## src/hw/bridge_pkg.sv

```systemverilog
package bridge_pkg;

  ////////////////////
  // widths
  ////////////////////
  localparam int addr_w  = 32;
  localparam int data_w  = 32;
  localparam int coord_w = 4;

  // word address inside a tile, taken from addr[19:2]
  localparam int epa_w = 18;

  // upper bound on the tag carried in packets and returns
  localparam int max_tag_w = 4;

  ////////////////////
  // address fields
  ////////////////////
  // set for tile traffic, clear for the host at (0,0)
  localparam int tile_sel_bit = 31;
  localparam int tile_y_lsb   = 24;
  localparam int tile_x_lsb   = 20;

  ////////////////////
  // encodings
  ////////////////////
  typedef enum logic [1:0]
  {
    size_1 = 2'd0,
    size_2 = 2'd1,
    size_4 = 2'd2
  } msg_size_e;

  typedef enum logic [1:0]
  {
    op_load         = 2'd0,
    op_store_word   = 2'd1,
    op_store_masked = 2'd2
  } pkt_op_e;

endpackage

```

## src/hw/tag_alloc_if.sv

```systemverilog
`timescale 1ns/1ps

interface tag_alloc_if
  #(parameter int max_outstanding_p = 4);

  import bridge_pkg::*;

  localparam int tag_w = $clog2(max_outstanding_p);

  // free slot, offered by the buffer
  logic             alloc_avail;
  logic [tag_w-1:0] alloc_tag;

  // header written into the slot on take
  logic              alloc_take;
  logic              hdr_write;
  msg_size_e         hdr_size;
  logic [addr_w-1:0] hdr_addr;

  modport issuer
  (
    input  alloc_avail, alloc_tag,
    output alloc_take, hdr_write, hdr_size, hdr_addr
  );

  modport buffer
  (
    output alloc_avail, alloc_tag,
    input  alloc_take, hdr_write, hdr_size, hdr_addr
  );

endinterface

```

## src/hw/resp_entry_if.sv

```systemverilog
`timescale 1ns/1ps

interface resp_entry_if;

  import bridge_pkg::*;

  // head entry of the reorder buffer, in command order
  logic              ent_valid;
  logic              ent_ready;
  logic              ent_write;
  msg_size_e         ent_size;
  logic [addr_w-1:0] ent_addr;
  logic [data_w-1:0] ent_data;

  modport buffer
  (
    output ent_valid, ent_write, ent_size, ent_addr, ent_data,
    input  ent_ready
  );

  modport builder
  (
    input  ent_valid, ent_write, ent_size, ent_addr, ent_data,
    output ent_ready
  );

endinterface

```

## src/hw/cmd_issuer.sv

```systemverilog
`timescale 1ns/1ps

module cmd_issuer
  #(parameter int max_outstanding_p = 4)
  (
    input  logic                                 clk_i,
    input  logic                                 reset_i,

    input  logic                                 cmd_valid_i,
    output logic                                 cmd_ready_o,
    input  logic                                 cmd_write_i,
    input  bridge_pkg::msg_size_e                cmd_size_i,
    input  logic [bridge_pkg::addr_w-1:0]        cmd_addr_i,
    input  logic [bridge_pkg::data_w-1:0]        cmd_data_i,

    output logic                                 pkt_valid_o,
    input  logic                                 pkt_ready_i,
    output bridge_pkg::pkt_op_e                  pkt_op_o,
    output logic [bridge_pkg::coord_w-1:0]       pkt_x_o,
    output logic [bridge_pkg::coord_w-1:0]       pkt_y_o,
    output logic [bridge_pkg::epa_w-1:0]         pkt_epa_o,
    output logic [bridge_pkg::data_w-1:0]        pkt_data_o,
    output logic [3:0]                           pkt_mask_o,
    output logic [bridge_pkg::max_tag_w-1:0]     pkt_tag_o,

    tag_alloc_if.issuer                          alloc
  );

  import bridge_pkg::*;

  localparam int tag_w = $clog2(max_outstanding_p);

  logic [tag_w-1:0] tag;
  logic [1:0]       low_bits;
  logic [3:0]       store_mask;
  logic             to_tile;

  assign tag      = alloc.alloc_tag;
  assign low_bits = cmd_addr_i[1:0];
  assign to_tile  = cmd_addr_i[tile_sel_bit];

  ////////////////////
  // handshake
  ////////////////////
  // command and packet move together when a tag is free
  assign pkt_valid_o = cmd_valid_i & alloc.alloc_avail;
  assign cmd_ready_o = alloc.alloc_avail & pkt_ready_i;

  assign alloc.alloc_take = pkt_valid_o & pkt_ready_i;
  assign alloc.hdr_write  = cmd_write_i;
  assign alloc.hdr_size   = cmd_size_i;
  assign alloc.hdr_addr   = cmd_addr_i;

  ////////////////////
  // route
  ////////////////////
  // host sits at (0,0)
  assign pkt_x_o   = to_tile ? cmd_addr_i[tile_x_lsb +: coord_w] : '0;
  assign pkt_y_o   = to_tile ? cmd_addr_i[tile_y_lsb +: coord_w] : '0;
  assign pkt_epa_o = cmd_addr_i[2 +: epa_w];
  assign pkt_tag_o = max_tag_w'(tag);

  ////////////////////
  // op and mask
  ////////////////////
  always_comb
  begin
    case (cmd_size_i)
      size_1:  store_mask = 4'h1 << low_bits;
      size_2:  store_mask = 4'h3 << low_bits;
      default: store_mask = 4'hf << low_bits;
    endcase
  end

  always_comb
  begin
    if (cmd_write_i)
    begin
      pkt_op_o   = (store_mask == 4'hf) ? op_store_word : op_store_masked;
      pkt_mask_o = store_mask;
      pkt_data_o = cmd_data_i;
    end
    else
    begin
      // part select for the load
      pkt_op_o   = op_load;
      pkt_mask_o = {2'b00, low_bits};
      pkt_data_o = '0;
    end
  end

  // a waiting packet keeps its slot and its tag
  a_wait_keeps_slot: assert property (@(posedge clk_i) disable iff (reset_i)
    pkt_valid_o && !pkt_ready_i |=> alloc.alloc_avail && $stable(alloc.alloc_tag));

endmodule

```

## src/hw/reorder_buffer.sv

```systemverilog
`timescale 1ns/1ps

module reorder_buffer
  #(parameter int max_outstanding_p = 4)
  (
    input  logic                             clk_i,
    input  logic                             reset_i,

    input  logic                             ret_valid_i,
    input  logic [bridge_pkg::max_tag_w-1:0] ret_tag_i,
    input  logic [bridge_pkg::data_w-1:0]    ret_data_i,

    tag_alloc_if.buffer                      alloc,
    resp_entry_if.buffer                     ent
  );

  import bridge_pkg::*;

  localparam int tag_w = $clog2(max_outstanding_p);
  localparam int cnt_w = $clog2(max_outstanding_p + 1);

  // slot storage
  logic              hdr_write_r [max_outstanding_p];
  msg_size_e         hdr_size_r  [max_outstanding_p];
  logic [addr_w-1:0] hdr_addr_r  [max_outstanding_p];
  logic [data_w-1:0] data_r      [max_outstanding_p];

  logic [max_outstanding_p-1:0] pending_r;
  logic [max_outstanding_p-1:0] done_r;

  logic [tag_w-1:0] head_r;
  logic [tag_w-1:0] tail_r;
  logic [cnt_w-1:0] count_r;

  logic [tag_w-1:0] ret_slot;
  logic             ent_fire;

  function automatic logic [tag_w-1:0] ptr_next(input logic [tag_w-1:0] ptr);
    if (ptr == tag_w'(max_outstanding_p - 1))
      ptr_next = '0;
    else
      ptr_next = ptr + 1'b1;
  endfunction

  assign ret_slot = ret_tag_i[tag_w-1:0];
  assign ent_fire = ent.ent_valid & ent.ent_ready;

  ////////////////////
  // allocation
  ////////////////////
  assign alloc.alloc_avail = (count_r != cnt_w'(max_outstanding_p));
  assign alloc.alloc_tag   = tail_r;

  ////////////////////
  // in-order release
  ////////////////////
  assign ent.ent_valid = pending_r[head_r] & done_r[head_r];
  assign ent.ent_write = hdr_write_r[head_r];
  assign ent.ent_size  = hdr_size_r[head_r];
  assign ent.ent_addr  = hdr_addr_r[head_r];
  assign ent.ent_data  = data_r[head_r];

  always_ff @(posedge clk_i)
  begin
    if (reset_i)
    begin
      pending_r <= '0;
      done_r    <= '0;
      head_r    <= '0;
      tail_r    <= '0;
      count_r   <= '0;
    end
    else
    begin
      if (alloc.alloc_take)
      begin
        pending_r[tail_r] <= 1'b1;
        done_r[tail_r]    <= 1'b0;
        tail_r            <= ptr_next(tail_r);
      end
      // returns may land in any pending slot
      if (ret_valid_i)
        done_r[ret_slot] <= 1'b1;
      if (ent_fire)
      begin
        pending_r[head_r] <= 1'b0;
        done_r[head_r]    <= 1'b0;
        head_r            <= ptr_next(head_r);
      end
      count_r <= count_r + cnt_w'(alloc.alloc_take) - cnt_w'(ent_fire);
    end
  end

  // header on allocation, data on return
  always_ff @(posedge clk_i)
  begin
    if (alloc.alloc_take)
    begin
      hdr_write_r[tail_r] <= alloc.hdr_write;
      hdr_size_r[tail_r]  <= alloc.hdr_size;
      hdr_addr_r[tail_r]  <= alloc.hdr_addr;
    end
    if (ret_valid_i)
      data_r[ret_slot] <= ret_data_i;
  end

  // the network only answers tags that are out and unanswered
  a_ret_tag_live: assert property (@(posedge clk_i) disable iff (reset_i)
    ret_valid_i |-> (int'(ret_tag_i) < max_outstanding_p)
                    && pending_r[ret_slot] && !done_r[ret_slot]);

  a_ent_stable: assert property (@(posedge clk_i) disable iff (reset_i)
    ent.ent_valid && !ent.ent_ready |=> ent.ent_valid
      && $stable(ent.ent_write) && $stable(ent.ent_size)
      && $stable(ent.ent_addr) && $stable(ent.ent_data));

endmodule

```

## src/hw/resp_builder.sv

```systemverilog
`timescale 1ns/1ps

module resp_builder
  (
    input  logic                          clk_i,
    input  logic                          reset_i,

    resp_entry_if.builder                 ent,

    output logic                          rsp_valid_o,
    input  logic                          rsp_ready_i,
    output logic                          rsp_write_o,
    output bridge_pkg::msg_size_e         rsp_size_o,
    output logic [bridge_pkg::addr_w-1:0] rsp_addr_o,
    output logic [bridge_pkg::data_w-1:0] rsp_data_o
  );

  import bridge_pkg::*;

  logic              full_r;
  logic [data_w-1:0] rsp_data_n;

  // take a new entry when empty or draining this cycle
  assign ent.ent_ready = ~full_r | rsp_ready_i;
  assign rsp_valid_o   = full_r;

  // loads zero-extended to the access size, stores carry no data
  always_comb
  begin
    if (ent.ent_write)
      rsp_data_n = '0;
    else
    begin
      case (ent.ent_size)
        size_1:  rsp_data_n = {{(data_w-8){1'b0}}, ent.ent_data[7:0]};
        size_2:  rsp_data_n = {{(data_w-16){1'b0}}, ent.ent_data[15:0]};
        default: rsp_data_n = ent.ent_data;
      endcase
    end
  end

  always_ff @(posedge clk_i)
  begin
    if (reset_i)
      full_r <= 1'b0;
    else if (ent.ent_valid & ent.ent_ready)
      full_r <= 1'b1;
    else if (rsp_ready_i)
      full_r <= 1'b0;
  end

  always_ff @(posedge clk_i)
  begin
    if (ent.ent_valid & ent.ent_ready)
    begin
      rsp_write_o <= ent.ent_write;
      rsp_size_o  <= ent.ent_size;
      rsp_addr_o  <= ent.ent_addr;
      rsp_data_o  <= rsp_data_n;
    end
  end

  a_rsp_stable: assert property (@(posedge clk_i) disable iff (reset_i)
    rsp_valid_o && !rsp_ready_i |=> rsp_valid_o && $stable(rsp_write_o)
      && $stable(rsp_size_o) && $stable(rsp_addr_o) && $stable(rsp_data_o));

endmodule

```

## src/hw/mem_to_mesh_bridge.sv

```systemverilog
`timescale 1ns/1ps

module mem_to_mesh_bridge
  #(parameter int max_outstanding_p = 4)
  (
    input  logic                             clk_i,
    input  logic                             reset_i,

    // processor commands
    input  logic                             cmd_valid_i,
    output logic                             cmd_ready_o,
    input  logic                             cmd_write_i,
    input  bridge_pkg::msg_size_e            cmd_size_i,
    input  logic [bridge_pkg::addr_w-1:0]    cmd_addr_i,
    input  logic [bridge_pkg::data_w-1:0]    cmd_data_i,

    // request packets to the mesh
    output logic                             pkt_valid_o,
    input  logic                             pkt_ready_i,
    output bridge_pkg::pkt_op_e              pkt_op_o,
    output logic [bridge_pkg::coord_w-1:0]   pkt_x_o,
    output logic [bridge_pkg::coord_w-1:0]   pkt_y_o,
    output logic [bridge_pkg::epa_w-1:0]     pkt_epa_o,
    output logic [bridge_pkg::data_w-1:0]    pkt_data_o,
    output logic [3:0]                       pkt_mask_o,
    output logic [bridge_pkg::max_tag_w-1:0] pkt_tag_o,

    // returns from the mesh, always accepted
    input  logic                             ret_valid_i,
    input  logic [bridge_pkg::max_tag_w-1:0] ret_tag_i,
    input  logic [bridge_pkg::data_w-1:0]    ret_data_i,

    // responses to the processor
    output logic                             rsp_valid_o,
    input  logic                             rsp_ready_i,
    output logic                             rsp_write_o,
    output bridge_pkg::msg_size_e            rsp_size_o,
    output logic [bridge_pkg::addr_w-1:0]    rsp_addr_o,
    output logic [bridge_pkg::data_w-1:0]    rsp_data_o
  );

  tag_alloc_if #(.max_outstanding_p(max_outstanding_p)) alloc_if ();
  resp_entry_if ent_if ();

  cmd_issuer #(.max_outstanding_p(max_outstanding_p)) u_cmd_issuer
  (
    .clk_i       (clk_i),
    .reset_i     (reset_i),
    .cmd_valid_i (cmd_valid_i),
    .cmd_ready_o (cmd_ready_o),
    .cmd_write_i (cmd_write_i),
    .cmd_size_i  (cmd_size_i),
    .cmd_addr_i  (cmd_addr_i),
    .cmd_data_i  (cmd_data_i),
    .pkt_valid_o (pkt_valid_o),
    .pkt_ready_i (pkt_ready_i),
    .pkt_op_o    (pkt_op_o),
    .pkt_x_o     (pkt_x_o),
    .pkt_y_o     (pkt_y_o),
    .pkt_epa_o   (pkt_epa_o),
    .pkt_data_o  (pkt_data_o),
    .pkt_mask_o  (pkt_mask_o),
    .pkt_tag_o   (pkt_tag_o),
    .alloc       (alloc_if.issuer)
  );

  reorder_buffer #(.max_outstanding_p(max_outstanding_p)) u_reorder_buffer
  (
    .clk_i       (clk_i),
    .reset_i     (reset_i),
    .ret_valid_i (ret_valid_i),
    .ret_tag_i   (ret_tag_i),
    .ret_data_i  (ret_data_i),
    .alloc       (alloc_if.buffer),
    .ent         (ent_if.buffer)
  );

  resp_builder u_resp_builder
  (
    .clk_i       (clk_i),
    .reset_i     (reset_i),
    .ent         (ent_if.builder),
    .rsp_valid_o (rsp_valid_o),
    .rsp_ready_i (rsp_ready_i),
    .rsp_write_o (rsp_write_o),
    .rsp_size_o  (rsp_size_o),
    .rsp_addr_o  (rsp_addr_o),
    .rsp_data_o  (rsp_data_o)
  );

endmodule

```

## config.mk

```make
export PLATFORM = sky130hd
export DESIGN_NAME = mem_to_mesh_bridge
export DESIGN_NICKNAME = d
export VERILOG_FILES = /design/src/hw/bridge_pkg.sv /design/src/hw/tag_alloc_if.sv /design/src/hw/resp_entry_if.sv /design/src/hw/cmd_issuer.sv /design/src/hw/reorder_buffer.sv /design/src/hw/resp_builder.sv /design/src/hw/mem_to_mesh_bridge.sv
export SDC_FILE = /design/constraint.sdc
export NUM_CORES = 1
export LEC_CHECK = 0
export ABC_AREA = 1
export ABC_CLOCK_PERIOD_IN_PS = 3300
export BUFFER_PORTS_ARGS = -buffer_cell sky130_fd_sc_hd__buf_2
export CORE_MARGIN = 2
export CORE_UTILIZATION = 35
export CTS_BUF_LIST = sky130_fd_sc_hd__clkbuf_16
export CTS_CLUSTER_DIAMETER = 100
export CTS_CLUSTER_SIZE = 30
export DETAILED_ROUTE_END_ITERATION = 12
export GPL_TIMING_DRIVEN = 1
export SLEW_MARGIN = 20
export SYNTH_ARGS = -nofsm -noshare
export SYNTH_HDL_FRONTEND = slang
export SYNTH_SLANG_ARGS = --single-unit
```

## constraint.sdc

```tcl
create_clock -name clk_i -period 3.3 [get_ports clk_i]
set_input_delay 0 -clock clk_i [delete_from_list [all_inputs] [get_ports clk_i]]
set_output_delay 0 -clock clk_i [all_outputs]
set_load 0.005 [all_outputs]
```

## Word-level counts from Yosys, hierarchy flattened

Memories as Yosys holds them, arrays and structs flattened. A register that Yosys moved wholly into a read port is not among the register bits.
Cells that the tools add are included.
Widths: inputs -> output; s select.

- Register bits: 51
- Latch bits: 0
- Bits in writable memories: 268
- Bits in read-only memories: 0
- Bits of input ports: 109
- Logic and storage cells: 92
- Memories kept: 4

Memory list:

| name | words | width | read ports | clocked after memory_dff | write ports | line | RTL |
|---|---|---|---|---|---|---|---|
| u_reorder_buffer.data_r | 4 | 32 | 1 | 1 | 1 | reorder_buffer.sv:26 | `logic [data_w-1:0] data_r [max_outstanding_p];` |
| u_reorder_buffer.hdr_addr_r | 4 | 32 | 1 | 1 | 1 | reorder_buffer.sv:25 | `logic [addr_w-1:0] hdr_addr_r [max_outstanding_p];` |
| u_reorder_buffer.hdr_size_r | 4 | 2 | 1 | 1 | 1 | reorder_buffer.sv:24 | `msg_size_e hdr_size_r [max_outstanding_p];` |
| u_reorder_buffer.hdr_write_r | 4 | 1 | 1 | 1 | 1 | reorder_buffer.sv:23 | `logic hdr_write_r [max_outstanding_p];` |

- Add/subtract/negate cells: 4
- Multipliers: 0
- Divide/modulo/power cells: 0
- $lt $le $gt $ge: 6
- Equal/unequal tests: 6
- Shifts and indexed selects: 3
- Mux-type cells: 40
- Bitwise operators: 14
- Reduce and logical (&&, ||, !) cells: 6

Operators with widths:

| operator | number |
|---|---|
| $pmux 32 s2 | 1 |
| $mux 4 | 11 |
| $mux 32 | 1 |
| $mux 2 | 10 |
| $and 4x4->4 | 3 |
| $mux 1 | 11 |
| $lt 2x3->1 const B | 3 |
| $not 4->4 | 2 |
| $or 4x4->4 | 2 |
| $pmux 4 s2 | 1 |
| $demux 1 s2 | 3 |
| $ge 2x1->1 const B | 3 |
| $and 1x1->1 | 5 |
| $add 2x1->2 const B | 2 |
| $bmux 1 s2 | 2 |
| $eq 2x1->1 const B | 2 |
| $eq 2x2->1 const B | 2 |
| $eq 4x4->1 const B | 1 |
| $logic_not 2->1 | 2 |
| $shl 1x2->4 const A | 1 |
| $shl 2x2->4 const A | 1 |
| $shl 4x2->4 const A | 1 |
| $add 3x1->3 | 1 |
| $logic_and 1x1->1 | 3 |
| other kinds (5) | 5 |

## Longest topological paths before layout

Gate-level depths: netlist (run 1).

- Depth after elaboration: 13
- Mapped depth: 11
- Depth with buffers taken out: 11

## Cells and area by module

A second synthesis (run 1) with hierarchy kept.

- Cell total of the unflattened synthesis: 1085
- Area total of the unflattened synthesis: 14126.0 sq um

Modules (own cells, without submodules):

| module | instances | cells each | area an instance (sq um) |
|---|---|---|---|
| reorder_buffer | 1 | 769 | 10816.6 |
| resp_builder | 1 | 143 | 2388.5 |
| cmd_issuer | 1 | 173 | 920.9 |

## Worst setup path after synthesis (run 1)

Ideal clock, no wire load.

- Kind: register to register
- Start: register u_reorder_buffer.head_r[0]
- End: register u_reorder_buffer.count_r[1]
- Library setup time: 0.109 ns
- Data arrival time: 3.371 ns
- Data required time: 3.191 ns
- Slack: -0.180 ns
- Stages on the path, launching flop included: 12
- Path buffers: 1
- Period minus slack after synthesis: 3.480 ns
- Cells stage by stage: dfxtp_1 -> buf_4 -> nand3_1 -> nand3_2 -> nand3_1 -> inv_1 -> ha_1 -> inv_1 -> ha_1 -> fa_1 -> inv_1 -> nor2_1

- Cells in the longest elaborated chain, start to end: 5
- Elaborated cells on any way between the ends: 7
- Classes of those cells: add/sub (1); mux (4); bitwise (2)

RTL lines:

| element | line | RTL |
|---|---|---|
| start: declaration | reorder_buffer.sv:31 | `logic [tag_w-1:0] head_r;` |
| start signal: assignment | reorder_buffer.sv:88 | `head_r <= ptr_next(head_r);` |
| $bmux 1 s2 | reorder_buffer.sv:57 | `assign ent.ent_valid = pending_r[head_r] & done_r[head_r];` |
| $mux 1 (not written as such) | reorder_buffer.sv:57 |  |
| $and 1x1->1 (*) | reorder_buffer.sv:57 |  |
| $and 1x1->1 (*) | reorder_buffer.sv:46 | `assign ent_fire = ent.ent_valid & ent.ent_ready;` |
| named net u_reorder_buffer.ent_fire | reorder_buffer.sv:36 | `logic ent_fire;` |
| $sub 3x1->3 (*) | reorder_buffer.sv:90 | `count_r <= count_r + cnt_w'(alloc.alloc_take) - cnt_w'(ent_fire);` |
| end signal: assignment | reorder_buffer.sv:90 |  |
| end: declaration | reorder_buffer.sv:33 | `logic [cnt_w-1:0] count_r;` |

Mark *: on every way through the listed nets, which the timed path passes. The rest lies on a longest branch. The select of a mux whose other input is x is not followed.
A chain may end at the register's enable or synchronous reset.

## Worst setup path after layout (run 1)

- Start: register u_reorder_buffer.head_r[0]
- End: register u_reorder_buffer.count_r[2]

The elaborated chain is that of the path after synthesis.

==> impl_metrics.toml, run 1 <==
[cts]
cts-resized-gates = 0
cts_buffers = 15
tritoncts = "built"
clkSinkCount = 353
clk_path_buf_depth = 3
clock_latency_ps = 510
cts-root-buf = "clkbuf_16"
clk_pin_slew_ps = 110
cts_hold_buf = 72
h-tree-depth = 1
post_cts_buffers = 0

[critical_path]
reg2reg_from = "u_reorder_buffer.head_r[0]$_SDFFE_PP0N_"
cp_slowest_cell = "fa_1"
crit_buf_inv = 3
crit_cells = 11
cp_max_fo = 7
cp-start-kind = "flip-flop"
endpoint_kind = "flip-flop"
path_delay_family = "adder cells"
critPathArrivalTime_ps = 2670
cpPeakStageDelay_ps = 410
critPathKind = "flip-flop to flip-flop"
r2r_cells = 11
critPathRequiredTime_ps = 3710
cp_cell_sequence = "inv_2 -> nand3_1 -> nand3_2 -> nand3_1 -> clkinvlp_4 -> ha_1 -> inv_1 -> ha_1 -> fa_1 -> xor2_1 -> nor2_1"
crit_start = "u_reorder_buffer.head_r[0]$_SDFFE_PP0N_"

[status]
status = "completed"

[placement]
dp.final_hpwl_um = 18300
dp.cells = 1754
gp_congestion = 0.730
numPortBuffers = 242

[synth]
synth_cells = 1043
ys_seq_elements = 353
synth_edf_count = 335
synth_area_um2 = 13700
ys_seq_area_share_pct = 75.9
synth_warnings = 0
synth-async-reset-ratio_pct = 0
synth.distinct_cells = 31
synthFlopType = "edfxtp_1"
avgSynthCellArea_um2 = 13.2

[route]
drtPass1Iterations = 6
vias = 8588
drc = 0
antenna_left = 0
wl_per_cell_um = 17.0
vias_per_cell = 4.64
first_iter_violations = 458
wirelength_um = 31400

[sta]
tns_ps = 0
clock_skew_ps = 20.0
hold_viol = 0
rsz0062_at_grt = "no"
drv_slew = 0
fmax_mhz = 442
setup_viol = 0
finalCritPeriodShare_pct = 68.5
slew_headroom_pct = 50.9
worst_slew_pin_slew_ps = 736
fin_crit_ps = 2260

[cells_and_area]
drive_gt1_share_pct = 23.6
seq_area_um2 = 10400
area_growth_pct = 20.2
diodes = 0
multi_input_area_um2 = 2550
stdcell_count = 1849
fillCellCount = 3558
nets = 1445

[floorplan]
die_area_um2 = 40800
die_w_um = 202
initial_utilization_pct = 35.5
die-height_um = 202
core_area_um2 = 38600
ioPinCount = 247
rows = 72

[pwr]
totalPowerFinal_uw = 9910
power.density_nw_per_um2 = 600
power_switching_uw = 2880
clock_power_share_pct = 22.0
power.leakage_uw = 0.00645
peakVddDrop_uv = 375
p_int_uw = 7030
pwr-share-comb_pct = 22.0
p_seq_share_pct = 55.9
sw_frac_of_total_pct = 29.0

[min_path]
holdPathStages = 3
min_from = "ret_tag_i[1]"
hp-class = "primary input to flip-flop"

[global_routing]
grt_remaining_overflow = 0
grt_usage_pct = 15.0
antenna_found_initial = 1
grt_max_degree = 69
first_global_vias = 8441
grt_first_pass_wirelength_um = 48000

[job]
cap_violations = 0
## through the flow
stage	instance area (µm²)	worst slack [ps]	utilization (%)	hold slack [ps]
2_1_floorplan	13700	10.6	-	66.3
3_3_place_gp	15400	1090	39.7	216
3_5_place_dp	15400	1070	39.7	220
4_1_cts	16500	1010	42.7	152
5_1_grt	16500	822	42.7	170
6_report	16500	1040	42.7	156
## metal layers
metal / part of all wire [%] / track usage, %
met5: 0.041 / 0
met4: 2.1 / 3.15
met3: 6.0 / 2.95
met2: 50 / 26.4
met1: 42 / 19.3
## sequential cells by signal, summed over array words and instances, names as in the netlist, named ones only
| name | count |
|---|---|
| u_reorder_buffer.hdr_size_r | 8 |
| u_reorder_buffer.done_r | 4 |
| u_reorder_buffer.head_r | 2 |
| u_resp_builder.rsp_size_o | 2 |
| u_resp_builder.rsp_addr_o | 32 |
| u_resp_builder.rsp_write_o | 1 |
| u_reorder_buffer.hdr_addr_r | 128 |
| u_reorder_buffer.hdr_write_r | 4 |
| u_reorder_buffer.count_r | 3 |
| u_reorder_buffer.data_r | 128 |
| u_resp_builder.rsp_valid_o | 1 |
| u_reorder_buffer.alloc.alloc_tag | 2 |
| u_reorder_buffer.pending_r | 4 |
| u_resp_builder.rsp_data_o | 32 |
## synth_stat cells (2+ instances only)
| master | instances | area [µm²] |
|---|---|---|
| edfxtp_1 | 335 | 10100 |
| nor2_1 | 187 | 702 |
| o21ai_0 | 132 | 661 |
| inv_1 | 98 | 368 |
| nand2_1 | 77 | 289 |
| o22ai_1 | 48 | 300 |
| buf_4 | 28 | 210 |
| clkbuf_1 | 26 | 97.6 |
| dfxtp_1 | 18 | 360 |
| a21oi_1 | 13 | 65.1 |
| a21oi_2 | 10 | 87.6 |
| buf_2 | 10 | 50.1 |
| ha_1 | 10 | 125 |
| nand3_1 | 10 | 50.1 |
| nand4_1 | 10 | 62.6 |
| nor3_1 | 6 | 30.0 |
| buf_6 | 4 | 45.0 |
| nand2_2 | 3 | 18.8 |
| nand3_2 | 3 | 30.0 |
| inv_2 | 2 | 7.51 |
| o21ai_1 | 2 | 10.0 |
| xor2_1 | 2 | 17.5 |
## layout make-up
class | instances | area share (%)
Sequential cell | 353 | 63.1
Tap cell | 518 | 3.93
Clock buffer | 16 | 2.43
Multi-Input combinational cell | 521 | 15.4
Clock inverter | 7 | 0.189
Timing Repair Buffer | 333 | 12.6
Inverter | 101 | 2.33
## path summary, 6_finish.rpt
path	to	slack [ps]
setup / recovery	u_reorder_buffer.count_r[2]$_SDFF_PP0_	1040
hold / removal	u_reorder_buffer.data_r[0][10]$_DFFE_PP_	160
setup reg to reg	u_reorder_buffer.count_r[2]$_SDFF_PP0_	1040
hold reg to reg	u_reorder_buffer.done_r[2]$_SDFF_PP0_	520
## cells by family (layout without fill, tap and decap cells)
group                    count (synthesis)  count (layout)  share of synthesized area [%]
AND/OR/NAND/NOR                        299             299                           8.79
adder cells (fa/ha/maj)                 11              11                           1.06
AO/OA/AOI/OAI                          207             207                           8.37
XOR/XNOR                                 2               2                          0.128
buffers and inverters                  170             457                           5.74
flip-flops                             353             353                           75.9
other                                    1               2                         0.0273
## cells in the final DEF (no fill, tap or decap), types with 13 or more instances in the layout
| master | count |
|---|---|
| a21oi_1 | 13 |
| buf_2 | 242 |
| buf_4 | 19 |
| clkbuf_16 | 16 |
| dfxtp_1 | 15 |
| dlygate4sd3_1 | 72 |
| edfxtp_1 | 335 |
| inv_1 | 97 |
| nand2_1 | 77 |
| nor2_1 | 187 |
| o21ai_0 | 132 |
| o22ai_1 | 48 |
## power groups by stage
stage          Combinational, µW  Sequential [µW]  Clock (µW)
2_1_floorplan               1410             5640           0
3_3_place_gp                2120             5650           0
3_5_place_dp                2170             5650           0
4_1_cts                     2240             5550        2250
5_1_grt                     2490             5580        2400
6_report                    2180             5540        2180
## tightest hold or removal path: stages
cell    delay, ps
buf_2         110
nor3_2         50
buf_4         280
Note: power is estimated with default switching activity, not from simulation.
==> run 2: changes to the inputs <==
--- a/config.mk
+++ b/config.mk
@@ -6,7 +6,7 @@
 export NUM_CORES = 1
 export LEC_CHECK = 0
 export ABC_AREA = 1
-export ABC_CLOCK_PERIOD_IN_PS = 3300
+export ABC_CLOCK_PERIOD_IN_PS = 2200
 export BUFFER_PORTS_ARGS = -buffer_cell sky130_fd_sc_hd__buf_2
 export CORE_MARGIN = 2
 export CORE_UTILIZATION = 35
==> constraint.sdc (replaced) <==
create_clock -name clk_i -period 2.2 [get_ports clk_i]
set_input_delay 0 -clock clk_i [delete_from_list [all_inputs] [get_ports clk_i]]
set_output_delay 0 -clock clk_i [all_outputs]
set_load 0.005 [all_outputs]
==> run 2 against run 1 <==
Hold slack worse by 72 ps; first-iteration DRC count is 13% higher; clock-buffer cell count is 1 lower; worst setup slack worse by 900 ps; register-to-register slack worse by 900 ps; sequential power is 51% higher; clock power is 45% higher; non-clock buffer count is 6 higher; final area is 1.0% higher; core utilization is 0.43 points higher; critical path type unchanged; highest routed layer is now met4.
==> impl_metrics.toml, run 2 (synthesized netlist as in run 1, its figures left out) <==
[global_routing]
grt_usage_pct = 15.1
antenna_found_initial = 0
grt_remaining_overflow = 0
first_global_vias = 8348
grt_max_degree = 68
grt_first_pass_wirelength_um = 48200

[route]
drtPass1Iterations = 5
wl_per_cell_um = 17.0
antenna_left = 0
first_iter_violations = 517
wirelength_um = 31500
vias_per_cell = 4.64
vias = 8596
drc = 0

[pwr]
power.leakage_uw = 0.00649
p_int_uw = 10600
pwr-share-comb_pct = 23.0
clock_power_share_pct = 21.2
power.density_nw_per_um2 = 896
p_seq_share_pct = 55.8
power_switching_uw = 4360
sw_frac_of_total_pct = 29.2
peakVddDrop_uv = 517

[cells_and_area]
diodes = 0
nets = 1451
area_growth_pct = 21.5
largest_registers = "u_reorder_buffer.data_r x128, u_reorder_buffer.hdr_addr_r x128"
drive_gt1_share_pct = 24.4
stdcell_count = 1852
final_common_cell = "edfxtp_1"
final_cell_mix = "edfxtp_1 (335), buf_2 (242), nor2_1 (187)"
finalInstanceArea_um2 = 16700

[sta]
tns_ps = 0
slew_headroom_pct = 53.5
holdWs_ps = 83.9
worst_slew_pin_slew_ps = 698
rsz0062_at_grt = "no"
drv_slew = 0
hold_viol = 0
finalCritPeriodShare_pct = 93.7
fmax_mhz = 485
fin_crit_ps = 2060
clock_skew_ps = 9.84
setup_viol = 0

[cts]
clock_latency_ps = 510
cts_buffers = 15
cts-resized-gates = 0
h-tree-depth = 1
tritoncts = "built"
clkSinkCount = 353
clk_path_buf_depth = 3
cts-root-buf = "clkbuf_16"
clk_pin_slew_ps = 110

[floorplan]
ioPinCount = 247
initial_utilization_pct = 35.5
die_area_um2 = 40800
die_w_um = 202
core_area_um2 = 38600
rows = 72
die-height_um = 202

[job]
cap_violations = 0

[placement]
dpl-instance-area_um2 = 15600
dp.cells = 1760
numPortBuffers = 242
gp_congestion = 0.764
dp.final_hpwl_um = 18600

[min_path]
hp-class = "primary input to flip-flop"

[critical_path]
endpoint_kind = "flip-flop"
critPathArrivalTime_ps = 2510
cp_max_fo = 7
critPathRequiredTime_ps = 2650
critPathKind = "flip-flop to flip-flop"
cp-start-kind = "flip-flop"

[status]
status = "completed"
run 2: cell types whose count changed in the layout (fill, tap and decap cells not counted), moves of 3 or more:
cell | before | now
buf_12 | 0 | 5
nand3_4 | 0 | 4
nor3_2 | 4 | 0
nor3_4 | 0 | 4
inv_1 | 97 | 94
run 2: metrics by stage:
stage / setup WS, ps / total power [µW] / util, %
3_5_place_dp: 131 / 11900 / 40.3
2_1_floorplan: -832 / 10600 / -
3_3_place_gp: 149 / 11800 / 40.3
4_1_cts: 83.2 / 15100 / 43.1
5_1_grt: 38.4 / 15800 / 43.1
6_report: 139 / 14900 / 43.1
run 2: routing by layer:
| layer | up-vias | routed length [µm] | global-route usage (%) |
|---|---|---|---|
| li1 | 4181 | - | - |
| met1 | 4150 | 13900 | 20.6 |
| met2 | 233 | 15200 | 25.8 |
| met3 | 32 | 1920 | 2.39 |
| met4 | 0 | 484 | 2.65 |
| met5 | - | 0 | 0 |
run 2: final timing paths:
kind	startpoint	endpoint	slack, ps	cells past startpoint
worst min register to register	u_reorder_buffer.pending_r[0]$_SDFF_PP0_	u_reorder_buffer.pending_r[0]$_SDFF_PP0_	530	4
worst max-delay path	u_reorder_buffer.head_r[0]$_SDFFE_PP0N_	u_reorder_buffer.count_r[1]$_SDFF_PP0_	140	11
worst min-delay path	cmd_write_i	u_reorder_buffer.hdr_write_r[0]$_DFFE_PP_	80	2
worst max register to register	u_reorder_buffer.head_r[0]$_SDFFE_PP0N_	u_reorder_buffer.count_r[1]$_SDFF_PP0_	140	11
run 2: final cells by class:
class | count | area, µm²
Clock inverter | 5 | 23.8
Multi-Input combinational cell | 521 | 2640
Tap cell | 518 | 648
Inverter | 101 | 385
Clock buffer | 15 | 375
Fill cell | 3454 | 22000
Sequential cell | 353 | 10400
Timing Repair Buffer | 339 | 2180
run 2: timing repair:
item / CTS / global route
hold buffers: 71 / 0
buffers inserted: 0 / 1
endpoints found under the setup margin: 0 / 1
hold endpoints to repair: 281 / 0
run 2: power by group through the flow:
stage	combinational (µW)	clock (µW)	sequential (µW)
final	3440	3160	8340
after global routing	3900	3480	8390
after CTS	3500	3290	8350
after detailed placement	3390	0	8490
after global placement	3300	0	8500
after floorplan	2170	0	8460
run 2: worst max-delay path: stages (launching register included):
cell and delay [ps]:
dfxtp_4 400, inv_2 50, nand3_1 100, nand3_4 130
nand3_4 130, clkinvlp_4 110, ha_4 270, inv_2 40
ha_4 140, fa_2 520, inv_1 40, nor2_1 70
==> run 3: changes to the inputs <==
--- a/config.mk
+++ b/config.mk
@@ -6,7 +6,7 @@
 export NUM_CORES = 1
 export LEC_CHECK = 0
 export ABC_AREA = 1
-export ABC_CLOCK_PERIOD_IN_PS = 2200
+export ABC_CLOCK_PERIOD_IN_PS = 2300
 export BUFFER_PORTS_ARGS = -buffer_cell sky130_fd_sc_hd__buf_2
 export CORE_MARGIN = 2
 export CORE_UTILIZATION = 35
==> constraint.sdc (replaced) <==
create_clock -name clk_i -period 2.3 [get_ports clk_i]
set_input_delay 0.23 -clock clk_i [delete_from_list [all_inputs] [get_ports clk_i]]
set_output_delay 0.23 -clock clk_i [all_outputs]
set_load 0.005 [all_outputs]
==> run 3 against run 2 <==
Worst setup slack gained 69 ps; combinational power shrank 6.7%; final cell count shrank 0.43%; hold slack lost 46 ps; clock skew grew 6.2 ps.
==> impl_metrics.toml, run 3 (synthesized netlist as in run 1, its figures left out) <==
[critical_path]
cp_slowest_cell = "fa_2"
cp-start-kind = "flip-flop"
r2r_cells = 11
endpoint_kind = "flip-flop"
critPathRequiredTime_ps = 2760
reg2reg_slack_ps = 210
cp_max_fo = 7
reg2reg_from = "u_reorder_buffer.head_r[0]$_SDFFE_PP0N_"
critPathKind = "flip-flop to flip-flop"
cpPeakStageDelay_ps = 500
critPathArrivalTime_ps = 2550
timing.rr.end = "u_reorder_buffer.count_r[1]$_SDFF_PP0_"
cp_cell_sequence = "inv_2 -> nand3_1 -> nand3_4 -> nand3_4 -> clkinvlp_4 -> ha_4 -> inv_2 -> ha_4 -> fa_2 -> inv_1 -> nor2_1"

[sta]
tns_ps = 0
setup_slack_ps = 208
setup_viol = 0
hold_viol = 0
rsz0062_at_grt = "no"
holdWs_ps = 38.1
finalCritPeriodShare_pct = 91.0
clock_skew_ps = 16.1
fmax_mhz = 478
slew_headroom_pct = 54.6
fin_crit_ps = 2090
drv_slew = 0
worst_slew_pin_slew_ps = 681

[cts]
clock_latency_ps = 510
tritoncts = "built"
cts-resized-gates = 0
clkSinkCount = 353
cts-root-buf = "clkbuf_16"
cts_buffers = 16
post_cts_buffers = 0
cts_hold_buf = 62
h-tree-depth = 1
clk_path_buf_depth = 3
clk_pin_slew_ps = 110

[route]
wl_per_cell_um = 16.9
drtPass1Iterations = 4
antenna_left = 0
vias_per_cell = 4.66
vias = 8585
wirelength_um = 31200
first_iter_violations = 549
drc = 0

[placement]
dp.final_hpwl_um = 18800
dp.cells = 1760
place_ws_ps = 221
gp_congestion = 0.762
numPortBuffers = 242

[global_routing]
grt_max_degree = 68
grt_usage_pct = 15.1
antenna_found_initial = 2
grt_remaining_overflow = 0
grt_first_pass_wirelength_um = 48600
first_global_vias = 8728

[floorplan]
die_w_um = 202
core_area_um2 = 38600
rows = 72
die_area_um2 = 40800
initial_utilization_pct = 35.5
ioPinCount = 247
die-height_um = 202

[cells_and_area]
nets = 1443
largest_registers = "u_reorder_buffer.data_r x128, u_reorder_buffer.hdr_addr_r x128"
fillCellCount = 3547
multi_input_area_um2 = 2610
final_util_pct = 43.1
drive_gt1_share_pct = 25.0
diodes = 0
area_growth_pct = 21.2
seq_area_um2 = 10400
stdcell_count = 1844
final_common_cell = "edfxtp_1"
final_cell_mix = "edfxtp_1 (335), buf_2 (242), nor2_1 (187)"

[pwr]
power.density_nw_per_um2 = 871
power_switching_uw = 4250
peakVddDrop_uv = 452
p_int_uw = 10300
power.leakage_uw = 0.00646
pwr-share-comb_pct = 22.1
sw_frac_of_total_pct = 29.3
p_seq_share_pct = 55.0
clock_power_share_pct = 22.9

[job]
cap_violations = 0

[status]
status = "completed"

[min_path]
holdPathStages = 1
holdPathEnd = "u_reorder_buffer.hdr_addr_r[2][0]$_DFFE_PP_"
hp-class = "primary input to flip-flop"
min_from = "cmd_addr_i[0]"
-- run 3: area by class of cell --
type | instances | area share (%)
well taps | 518 | 3.89
multi-input cells | 521 | 15.7
clock inverters | 4 | 0.256
flip-flops and latches | 353 | 62.6
clock buffers | 17 | 2.56
repair buffers | 330 | 12.6
inverters | 101 | 2.31
-- run 3: worst max-delay path by stage --
| stage | from | cells past startpoint | end | slack [ps] |
|---|---|---|---|---|
| 5_1_grt | u_reorder_buffer.head_r[0]$_SDFFE_PP0N_ | 11 | u_reorder_buffer.count_r[1]$_SDFF_PP0_ | 50 |
| 2_1_floorplan | ret_valid_i | 2 | u_reorder_buffer.data_r[3][0]$_DFFE_PP_ | -740 |
| 3_3_place_gp | u_reorder_buffer.head_r[0]$_SDFFE_PP0N_ | 11 | u_reorder_buffer.count_r[1]$_SDFF_PP0_ | 250 |
| 4_1_cts | u_reorder_buffer.head_r[0]$_SDFFE_PP0N_ | 11 | u_reorder_buffer.count_r[1]$_SDFF_PP0_ | 190 |
| 6_report | u_reorder_buffer.head_r[0]$_SDFFE_PP0N_ | 11 | u_reorder_buffer.count_r[1]$_SDFF_PP0_ | 210 |
| 3_5_place_dp | u_reorder_buffer.head_r[0]$_SDFFE_PP0N_ | 11 | u_reorder_buffer.count_r[1]$_SDFF_PP0_ | 220 |
-- run 3: power groups by stage --
stage	clock, µW	combinational, µW	sequential [µW]
6_report	3320	3210	7980
5_1_grt	3610	3670	8040
4_1_cts	3450	3280	7990
3_5_place_dp	0	3200	8130
3_3_place_gp	0	3120	8130
2_1_floorplan	0	2080	8100
-- run 3: per-stage QoR --
step           instance area [µm²]  power (µW)
3_5_place_dp                 15500       11300
4_1_cts                      16600       14700
6_report                     16600       14500
2_1_floorplan                13800       10200
5_1_grt                      16600       15300
3_3_place_gp                 15500       11300
-- run 3: metal layers --
metal / vias up / GRT usage (%) / routed length, µm
met3: 32 / 2.92 / 2010
met2: 236 / 26.6 / 15200
met4: 2 / 2.81 / 476
met1: 4143 / 19.5 / 13500
met5: - / 0 / 12
li1: 4172 / - / -
-- run 3: worst max-delay path, delay by kind of cell (launching register included) --
kind	cells	cell delay, ps
adder cells (fa/ha/maj)	3	920
AND/OR/NAND/NOR	4	460
buffers and inverters	4	260
flip-flops	1	390
